<file path="src/design/pbs_consts.svh">
`ifndef PBS_CONSTS_SVH
`define PBS_CONSTS_SVH

// ------------------------------
// Polynomial geometry
// ------------------------------
// Coefficients per polynomial
`define PBS_N 16
// Coefficient width, modulus is 2^16 so arithmetic wraps
`define PBS_MOD_Q_W 16
// GLWE slots in the local RAM
`define PBS_SLOT_NB 2

// ------------------------------
// Decomposition
// ------------------------------
`define PBS_B_W 4
`define PBS_L 2
`define PBS_ID_W 4

`endif

</file>
<file path="src/design/pbs_pkg.sv">
`include "pbs_consts.svh"

package pbs_pkg;

  typedef logic [`PBS_MOD_Q_W-1:0]           coef_t;
  // Signed digit in two's complement, one bit wider than the base
  typedef logic [`PBS_B_W:0]                 digit_t;
  // Level 0 sits in the low bits
  typedef digit_t [`PBS_L-1:0]               decomp_t;
  typedef logic [$clog2(`PBS_SLOT_NB)-1:0]   slot_t;
  typedef logic [$clog2(`PBS_N)-1:0]         coef_idx_t;
  typedef logic [$clog2(2*`PBS_N)-1:0]       rot_t;
  typedef logic [`PBS_ID_W-1:0]              pbs_id_t;

  typedef struct packed {
    slot_t     slot;
    coef_idx_t idx;
  } ram_add_t;

  typedef enum logic {LDG_IDLE, LDG_DATA} ldg_state_e;
  typedef enum logic {MMACC_IDLE, MMACC_RUN} mmacc_state_e;

  typedef struct packed {
    logic ldg_cmd_ovf;
    logic ldg_data_unexp;
    logic mmacc_cmd_ovf;
  } pep_error_t;

endpackage

</file>
<file path="src/design/decomp_balanced.sv">
`timescale 1ns/100ps
`include "pbs_consts.svh"

module decomp_balanced
  import pbs_pkg::*;
(
  input  logic    clk,
  input  logic    s_rst_n,
  input  logic    acc_decomp_avail,
  input  coef_t   acc_decomp_data,
  input  logic    acc_decomp_sol,
  input  logic    acc_decomp_eol,
  input  pbs_id_t acc_decomp_pbs_id,
  output logic    decomp_ntt_avail,
  output decomp_t decomp_ntt_data,
  output logic    decomp_ntt_sol,
  output logic    decomp_ntt_eol,
  output pbs_id_t decomp_ntt_pbs_id
);

  localparam int ROUND_W = `PBS_L * `PBS_B_W;
  localparam int DROP_W  = `PBS_MOD_Q_W - ROUND_W;

  logic [ROUND_W-1:0] rounded;
  decomp_t            digits;
  logic [ROUND_W-1:0] recomposed;

  // Top bits, rounded on the first dropped bit
  assign rounded = acc_decomp_data[`PBS_MOD_Q_W-1 -: ROUND_W]
                 + ROUND_W'(acc_decomp_data[DROP_W-1]);

  always_comb begin : digit_calc
    logic [`PBS_B_W-1:0] chunk;
    logic                carry;
    carry = 1'b0;
    for (int l = 0; l < `PBS_L; l++) begin
      chunk     = rounded[l*`PBS_B_W +: `PBS_B_W] + `PBS_B_W'(carry);
      // Upper half of the base becomes chunk - 2^B and carries
      digits[l] = {chunk[`PBS_B_W-1], chunk};
      carry     = chunk[`PBS_B_W-1];
    end
  end

  // Signed digits weighted by the base give back the rounded value
  always_comb begin : recompose
    recomposed = '0;
    for (int l = 0; l < `PBS_L; l++) begin
      recomposed = recomposed
                 + ({{(ROUND_W-`PBS_B_W-1){digits[l][`PBS_B_W]}}, digits[l]}
                    << (l*`PBS_B_W));
    end
  end

  always_ff @(posedge clk) begin
    if (!s_rst_n) begin
      decomp_ntt_avail <= 1'b0;
      decomp_ntt_sol   <= 1'b0;
      decomp_ntt_eol   <= 1'b0;
    end else begin
      decomp_ntt_avail <= acc_decomp_avail;
      decomp_ntt_sol   <= acc_decomp_sol;
      decomp_ntt_eol   <= acc_decomp_eol;
    end
  end

  always_ff @(posedge clk) begin
    decomp_ntt_data   <= digits;
    decomp_ntt_pbs_id <= acc_decomp_pbs_id;
  end

  a_recompose : assert property (@(posedge clk) disable iff (!s_rst_n)
    acc_decomp_avail |-> (recomposed == rounded));

endmodule

</file>
<file path="src/design/glwe_loader.sv">
`timescale 1ns/100ps
`include "pbs_consts.svh"

module glwe_loader
  import pbs_pkg::*;
(
  input  logic     clk,
  input  logic     s_rst_n,
  input  logic     cmd_vld,
  input  slot_t    cmd_slot,
  input  logic     data_vld,
  input  coef_t    data,
  output logic     cmd_done,
  output logic     wr_en,
  output ram_add_t wr_add,
  output coef_t    wr_data,
  output logic     counter_inc,
  output logic     cmd_ovf,
  output logic     data_unexp
);

  ldg_state_e state;
  slot_t      slot_q;
  coef_idx_t  idx;
  logic       last_wr;

  // ------------------------------
  // RAM write side
  // ------------------------------
  assign wr_en   = (state == LDG_DATA) && data_vld;
  assign wr_add  = '{slot: slot_q, idx: idx};
  assign wr_data = data;
  assign last_wr = wr_en && (idx == coef_idx_t'(`PBS_N-1));

  // Error and counter pulses, registered by the top
  assign counter_inc = last_wr;
  assign cmd_ovf     = (state == LDG_DATA) && cmd_vld;
  assign data_unexp  = (state == LDG_IDLE) && data_vld;

  // ------------------------------
  // Load FSM
  // ------------------------------
  always_ff @(posedge clk) begin
    if (!s_rst_n) begin
      state    <= LDG_IDLE;
      idx      <= '0;
      cmd_done <= 1'b0;
    end else begin
      cmd_done <= last_wr;
      case (state)
        LDG_IDLE: begin
          if (cmd_vld) begin
            state <= LDG_DATA;
            idx   <= '0;
          end
        end
        LDG_DATA: begin
          if (wr_en) begin
            idx <= idx + 1'b1;
            if (last_wr) begin
              state <= LDG_IDLE;
            end
          end
        end
        default: state <= LDG_IDLE;
      endcase
    end
  end

  always_ff @(posedge clk) begin
    if (state == LDG_IDLE && cmd_vld) begin
      slot_q <= cmd_slot;
    end
  end

  // Done only once the FSM is back in idle with the index wrapped
  a_done_idle : assert property (@(posedge clk) disable iff (!s_rst_n)
    cmd_done |-> (state == LDG_IDLE) && (idx == '0));

endmodule

</file>
<file path="src/design/glwe_ram.sv">
`timescale 1ns/100ps
`include "pbs_consts.svh"

module glwe_ram
  import pbs_pkg::*;
(
  input  logic     clk,
  input  logic     wr_en,
  input  ram_add_t wr_add,
  input  coef_t    wr_data,
  input  ram_add_t rd0_add,
  input  ram_add_t rd1_add,
  output coef_t    rd0_data,
  output coef_t    rd1_data
);

  // One word per coefficient of every slot
  coef_t mem [`PBS_SLOT_NB*`PBS_N];

  always_ff @(posedge clk) begin
    if (wr_en) begin
      mem[wr_add] <= wr_data;
    end
  end

  // Both read ports answer one cycle after the address
  always_ff @(posedge clk) begin
    rd0_data <= mem[rd0_add];
    rd1_data <= mem[rd1_add];
  end

endmodule

</file>
<file path="src/design/mono_mult_acc.sv">
`timescale 1ns/100ps
`include "pbs_consts.svh"

module mono_mult_acc
  import pbs_pkg::*;
(
  input  logic     clk,
  input  logic     s_rst_n,
  input  logic     cmd_vld,
  input  slot_t    cmd_slot,
  input  rot_t     cmd_rot,
  input  pbs_id_t  cmd_pbs_id,
  output logic     cmd_ack,
  output ram_add_t rd0_add,
  output ram_add_t rd1_add,
  input  coef_t    rd0_data,
  input  coef_t    rd1_data,
  output logic     acc_decomp_avail,
  output coef_t    acc_decomp_data,
  output logic     acc_decomp_sol,
  output logic     acc_decomp_eol,
  output pbs_id_t  acc_decomp_pbs_id,
  output logic     cmd_ovf
);

  localparam int IDX_W = $clog2(`PBS_N);

  mmacc_state_e state;
  coef_idx_t    idx;
  slot_t        slot_q;
  rot_t         rot_q;
  pbs_id_t      pbs_id_q;
  logic         accept;
  coef_idx_t    src_idx;
  logic         neg_s0;
  logic         avail_s1;
  logic         sol_s1;
  logic         eol_s1;
  logic         neg_s1;
  pbs_id_t      pbs_id_s1;
  coef_t        rot_coef;

  assign accept  = cmd_vld && (state == MMACC_IDLE);
  assign cmd_ovf = cmd_vld && (state == MMACC_RUN);

  // ------------------------------
  // Negacyclic source index
  // ------------------------------
  // Wrapping below 0 flips the sign, the top rotation bit flips it again
  assign src_idx = idx - rot_q[IDX_W-1:0];
  assign neg_s0  = (idx < rot_q[IDX_W-1:0]) ^ rot_q[IDX_W];

  assign rd0_add = '{slot: slot_q, idx: src_idx};
  assign rd1_add = '{slot: slot_q, idx: idx};

  always_ff @(posedge clk) begin
    if (!s_rst_n) begin
      state   <= MMACC_IDLE;
      idx     <= '0;
      cmd_ack <= 1'b0;
    end else begin
      cmd_ack <= accept;
      case (state)
        MMACC_IDLE: begin
          if (accept) begin
            state <= MMACC_RUN;
            idx   <= '0;
          end
        end
        MMACC_RUN: begin
          idx <= idx + 1'b1;
          if (idx == coef_idx_t'(`PBS_N-1)) begin
            state <= MMACC_IDLE;
          end
        end
        default: state <= MMACC_IDLE;
      endcase
    end
  end

  always_ff @(posedge clk) begin
    if (accept) begin
      slot_q   <= cmd_slot;
      rot_q    <= cmd_rot;
      pbs_id_q <= cmd_pbs_id;
    end
  end

  // ------------------------------
  // Read and subtract pipe
  // ------------------------------
  always_ff @(posedge clk) begin
    if (!s_rst_n) begin
      avail_s1         <= 1'b0;
      sol_s1           <= 1'b0;
      eol_s1           <= 1'b0;
      acc_decomp_avail <= 1'b0;
      acc_decomp_sol   <= 1'b0;
      acc_decomp_eol   <= 1'b0;
    end else begin
      avail_s1         <= (state == MMACC_RUN);
      sol_s1           <= (state == MMACC_RUN) && (idx == '0);
      eol_s1           <= (state == MMACC_RUN) && (idx == coef_idx_t'(`PBS_N-1));
      acc_decomp_avail <= avail_s1;
      acc_decomp_sol   <= sol_s1;
      acc_decomp_eol   <= eol_s1;
    end
  end

  // Product with (X^p - 1), all mod 2^16
  assign rot_coef = neg_s1 ? coef_t'(-rd0_data) : rd0_data;

  always_ff @(posedge clk) begin
    neg_s1            <= neg_s0;
    pbs_id_s1         <= pbs_id_q;
    acc_decomp_data   <= rot_coef - rd1_data;
    acc_decomp_pbs_id <= pbs_id_s1;
  end

  a_stream_len : assert property (@(posedge clk) disable iff (!s_rst_n)
    accept |-> ##3 acc_decomp_avail [*`PBS_N] ##1 !acc_decomp_avail);

endmodule

</file>
<file path="src/design/pbs_entry_subs.sv">
`timescale 1ns/100ps

module pbs_entry_subs
  import pbs_pkg::*;
(
  input  logic       clk,
  input  logic       s_rst_n,
  input  logic       ldg_cmd_vld,
  input  slot_t      ldg_cmd_slot,
  input  logic       ldg_data_vld,
  input  coef_t      ldg_data,
  output logic       ldg_cmd_done,
  input  logic       mmacc_cmd_vld,
  input  slot_t      mmacc_cmd_slot,
  input  rot_t       mmacc_cmd_rot,
  input  pbs_id_t    mmacc_cmd_pbs_id,
  output logic       mmacc_cmd_ack,
  output logic       decomp_ntt_avail,
  output decomp_t    decomp_ntt_data,
  output logic       decomp_ntt_sol,
  output logic       decomp_ntt_eol,
  output pbs_id_t    decomp_ntt_pbs_id,
  output logic       pep_counter_inc,
  output pep_error_t pep_error
);

  logic       gram_wr_en;
  ram_add_t   gram_wr_add;
  coef_t      gram_wr_data;
  ram_add_t   gram_rd0_add;
  ram_add_t   gram_rd1_add;
  coef_t      gram_rd0_data;
  coef_t      gram_rd1_data;
  logic       acc_decomp_avail;
  coef_t      acc_decomp_data;
  logic       acc_decomp_sol;
  logic       acc_decomp_eol;
  pbs_id_t    acc_decomp_pbs_id;
  logic       ldg_counter_inc;
  logic       ldg_cmd_ovf;
  logic       ldg_data_unexp;
  logic       mmacc_cmd_ovf;
  pep_error_t error_d;

  // ------------------------------
  // Register interface outputs
  // ------------------------------
  always_comb begin
    error_d                = '0;
    error_d.ldg_cmd_ovf    = ldg_cmd_ovf;
    error_d.ldg_data_unexp = ldg_data_unexp;
    error_d.mmacc_cmd_ovf  = mmacc_cmd_ovf;
  end

  always_ff @(posedge clk) begin
    if (!s_rst_n) begin
      pep_error       <= '0;
      pep_counter_inc <= 1'b0;
    end else begin
      pep_error       <= error_d;
      pep_counter_inc <= ldg_counter_inc;
    end
  end

  glwe_ram i_glwe_ram (
    .clk      (clk),
    .wr_en    (gram_wr_en),
    .wr_add   (gram_wr_add),
    .wr_data  (gram_wr_data),
    .rd0_add  (gram_rd0_add),
    .rd1_add  (gram_rd1_add),
    .rd0_data (gram_rd0_data),
    .rd1_data (gram_rd1_data)
  );

  glwe_loader i_glwe_loader (
    .clk         (clk),
    .s_rst_n     (s_rst_n),
    .cmd_vld     (ldg_cmd_vld),
    .cmd_slot    (ldg_cmd_slot),
    .data_vld    (ldg_data_vld),
    .data        (ldg_data),
    .cmd_done    (ldg_cmd_done),
    .wr_en       (gram_wr_en),
    .wr_add      (gram_wr_add),
    .wr_data     (gram_wr_data),
    .counter_inc (ldg_counter_inc),
    .cmd_ovf     (ldg_cmd_ovf),
    .data_unexp  (ldg_data_unexp)
  );

  mono_mult_acc i_mono_mult_acc (
    .clk               (clk),
    .s_rst_n           (s_rst_n),
    .cmd_vld           (mmacc_cmd_vld),
    .cmd_slot          (mmacc_cmd_slot),
    .cmd_rot           (mmacc_cmd_rot),
    .cmd_pbs_id        (mmacc_cmd_pbs_id),
    .cmd_ack           (mmacc_cmd_ack),
    .rd0_add           (gram_rd0_add),
    .rd1_add           (gram_rd1_add),
    .rd0_data          (gram_rd0_data),
    .rd1_data          (gram_rd1_data),
    .acc_decomp_avail  (acc_decomp_avail),
    .acc_decomp_data   (acc_decomp_data),
    .acc_decomp_sol    (acc_decomp_sol),
    .acc_decomp_eol    (acc_decomp_eol),
    .acc_decomp_pbs_id (acc_decomp_pbs_id),
    .cmd_ovf           (mmacc_cmd_ovf)
  );

  decomp_balanced i_decomp_balanced (
    .clk               (clk),
    .s_rst_n           (s_rst_n),
    .acc_decomp_avail  (acc_decomp_avail),
    .acc_decomp_data   (acc_decomp_data),
    .acc_decomp_sol    (acc_decomp_sol),
    .acc_decomp_eol    (acc_decomp_eol),
    .acc_decomp_pbs_id (acc_decomp_pbs_id),
    .decomp_ntt_avail  (decomp_ntt_avail),
    .decomp_ntt_data   (decomp_ntt_data),
    .decomp_ntt_sol    (decomp_ntt_sol),
    .decomp_ntt_eol    (decomp_ntt_eol),
    .decomp_ntt_pbs_id (decomp_ntt_pbs_id)
  );

endmodule

</file>
<file path="config.mk">
export PLATFORM = sky130hd
export DESIGN_NAME = pbs_entry_subs
export DESIGN_NICKNAME = d
export VERILOG_FILES = /design/src/design/pbs_pkg.sv /design/src/design/decomp_balanced.sv /design/src/design/glwe_loader.sv /design/src/design/glwe_ram.sv /design/src/design/mono_mult_acc.sv /design/src/design/pbs_entry_subs.sv
export VERILOG_INCLUDE_DIRS = /design/src /design/src/design
export SDC_FILE = /design/constraint.sdc
export NUM_CORES = 1
export LEC_CHECK = 0
export ABC_AREA = 1
export BUFFER_PORTS_ARGS = -buffer_cell sky130_fd_sc_hd__buf_2
export CORE_UTILIZATION = 35
export DETAILED_ROUTE_END_ITERATION = 8
export PLACE_DENSITY = 0.59
export SYNTH_ARGS = -nofsm -noshare
export SYNTH_HDL_FRONTEND = slang
export SYNTH_HIERARCHICAL = 1
export SYNTH_SLANG_ARGS = --single-unit
export TNS_END_PERCENT = 50
</file>
<file path="constraint.sdc">
create_clock -name clk -period 5.1 [get_ports clk]
set_input_delay 0.255 -clock clk [delete_from_list [all_inputs] [get_ports clk]]
set_output_delay 0.255 -clock clk [all_outputs]
set_load 0.03 [all_outputs]
</file>
==> impl_metrics.ini <==
[status]
status = finished, final reports clean

[placement]
pre_cts_ws_ns = 1.39
dp_cells = 4537
place_area_um2 = 31500
gp_congestion = 0.931
port_buffers = 54
place_hpwl_mm = 60.2

[timing]
fin_ws_ns = 1.39
relSlewSlack = 0.152
maxSlewViolCount = 0
fmax_ghz = 0.270
tightest_slew_ns = 1.27
rsz0062_at_grt = no
hold_violations = 0
fin_crit_sh = 0.727
finalSetupTns_ns = 0
finalSetupViolCount = 0
fin_worst_skew_ns = 0.0337
min_period_ns = 3.71

[layout]
drive_above_1_share = 0.0874
fill_cells = 8658
diodes = 0
stdcell_area_um2 = 34000
fin_nets = 3528
areaGrowthSynthToFinish_pct = 10.2
stdcell_count = 4679

[power]
powerDensity_nw_per_um2 = 401
p_leak_nw = 13.7
power_w = 0.0136
vdd_drop_max_mv = 0.285

[job]
maxCapViolCount = 0

[die]
num_io_pins = 55
core_area_um2 = 87000
rows = 108
die_x_um = 299
chipHeight_um = 299
die_area_um2 = 89200
start_util = 0.354

[min_path]
min_path_type = input port to register

[clock_network]
cts-root-buf = clkbuf_16
cts_buffer_depth = 3
cts.sinks = 610
cts_tree = built
path_clk_slew_ns = 0.07
htreeDepth = 3
cts_buffers = 69
clk_latency_ns = 0.64
cts_resized = 0

[drt]
drt_pass1_iterations = 5
ant_nets = 0
post_drt_via_cell_ratio = 5.38
first_iter_violations = 2910
drcViolationCount = 0
via_count = 25200
finalWirelength_mm = 103
wire_per_inst_um = 22.0

[global_routing]
grt_pass1_vias = 24200
antenna_found_initial = 2
gr-usage-all-layers = 0.228
grt_pass1_wl_mm = 153
grt_max_degree = 129
gr-total-overflow = 0

[critical_path]
cp.arrival_ns = 4.24
crit_path_end_kind = register
path_max_fanout = 36
crit_path_start_kind = register
criticalPathCategory = register to register
worst_ep_required_time_ns = 5.63

[yosys]
synth_area_um2 = 30800
yosysWarningCount = 6
syn_inst = 3507
syn_area_per_cell_um2 = 8.79
syn-num-nets = 3568
[worst max-delay path, cell delays in order, from the launching register on]
cell      delay, ns
dfxtp_4        0.63
inv_1          0.17
fa_1           0.50
xnor2_2        0.16
buf_4          0.36
clkinv_2       0.64
buf_4          0.54
nand3_1        0.15
nand2_1        0.06
nand2_1        0.10
nand2_1        0.09
nand2_1        0.12
nand2_1        0.06
[cell usage in the layout, fill, tap and decap left out, types with 7 or more instances in the layout]
cell type / n
xor2_1: 12
clkinvlp_4: 7
bufinv_16: 7
clkbuf_16: 71
clkinv_1: 13
buf_2: 54
dfxtp_1: 83
nor2_1: 33
edfxtp_1: 523
nand3_1: 802
a21oi_1: 19
clkbuf_8: 7
dlygate4sd3_1: 14
nand2_2: 17
inv_1: 93
nand2_1: 1549
buf_12: 7
buf_4: 53
ha_1: 27
clkbuf_1: 13
nor2_2: 39
[what timing repair did]
action,in CTS,in global routing
buffers inserted,0,0
hold buffers,14,0
endpoints found under the hold margin,20,0
[flip-flops by register name (all words and copies together) (netlist names), 3 cells and up]
signal	flops
i_glwe_ram/mem	512
i_glwe_ram/rd0_data	16
i_glwe_ram/rd1_data	16
i_mono_mult_acc/acc_decomp_data	9
i_decomp_balanced/decomp_ntt_data	8
i_mono_mult_acc/rot_q	5
i_decomp_balanced/decomp_ntt_pbs_id	4
i_glwe_loader/idx	4
i_mono_mult_acc/acc_decomp_pbs_id	4
i_mono_mult_acc/idx	4
i_mono_mult_acc/pbs_id_q	4
i_mono_mult_acc/pbs_id_s1	4
pep_error	3
[through the flow]
stage / util / hold WS, ns
after global placement: 0.362 / 0.311
after floorplan: - / 0.310
after CTS: 0.390 / 0.0105
after global routing: 0.390 / 0.0497
final: 0.390 / 0.0331
after detailed placement: 0.362 / 0.312
[final timing paths]
path | start | to | slack, ns | cells after the start
setup / recovery | i_mono_mult_acc/idx[1] | i_glwe_ram/rd0_data[6] | 1.39 | 12
hold / removal | s_rst_n | pep_error[2] | 0.03 | 3
setup reg to reg | i_mono_mult_acc/idx[1] | i_glwe_ram/rd0_data[6] | 1.39 | 12
hold reg to reg | i_mono_mult_acc/acc_decomp_pbs_id[0] | i_decomp_balanced/decomp_ntt_pbs_id[0] | 0.33 | 0
[area by class of cell]
type	instances	area (um2)	share of cell area
well taps	1155	1450	0.0425
clock buffers	91	1920	0.0566
multi-input cells	2552	11300	0.333
repair buffers	128	948	0.0279
clock inverters	37	444	0.0131
flip-flops and latches	610	17500	0.514
inverters	106	430	0.0127
[metal layers]
| metal | up-vias | global-route usage | share of wire |
|---|---|---|---|
| li1 | 11600 | - | - |
| met1 | 12000 | 0.292 | 0.39 |
| met2 | 1310 | 0.370 | 0.47 |
| met3 | 264 | 0.0372 | 0.093 |
| met4 | 0 | 0.119 | 0.050 |
| met5 | - | 0 | 0 |
[power breakdown]
group          switching (W)  leakage [nW]  total [W]  internal (W)
registers           0.000113          5.44    0.00568       0.00557
clock network        0.00213          1.13    0.00517       0.00304
logic                0.00200          7.15    0.00278      0.000777
total                0.00424          13.7     0.0136       0.00939
(Power assumes the default switching activity.)
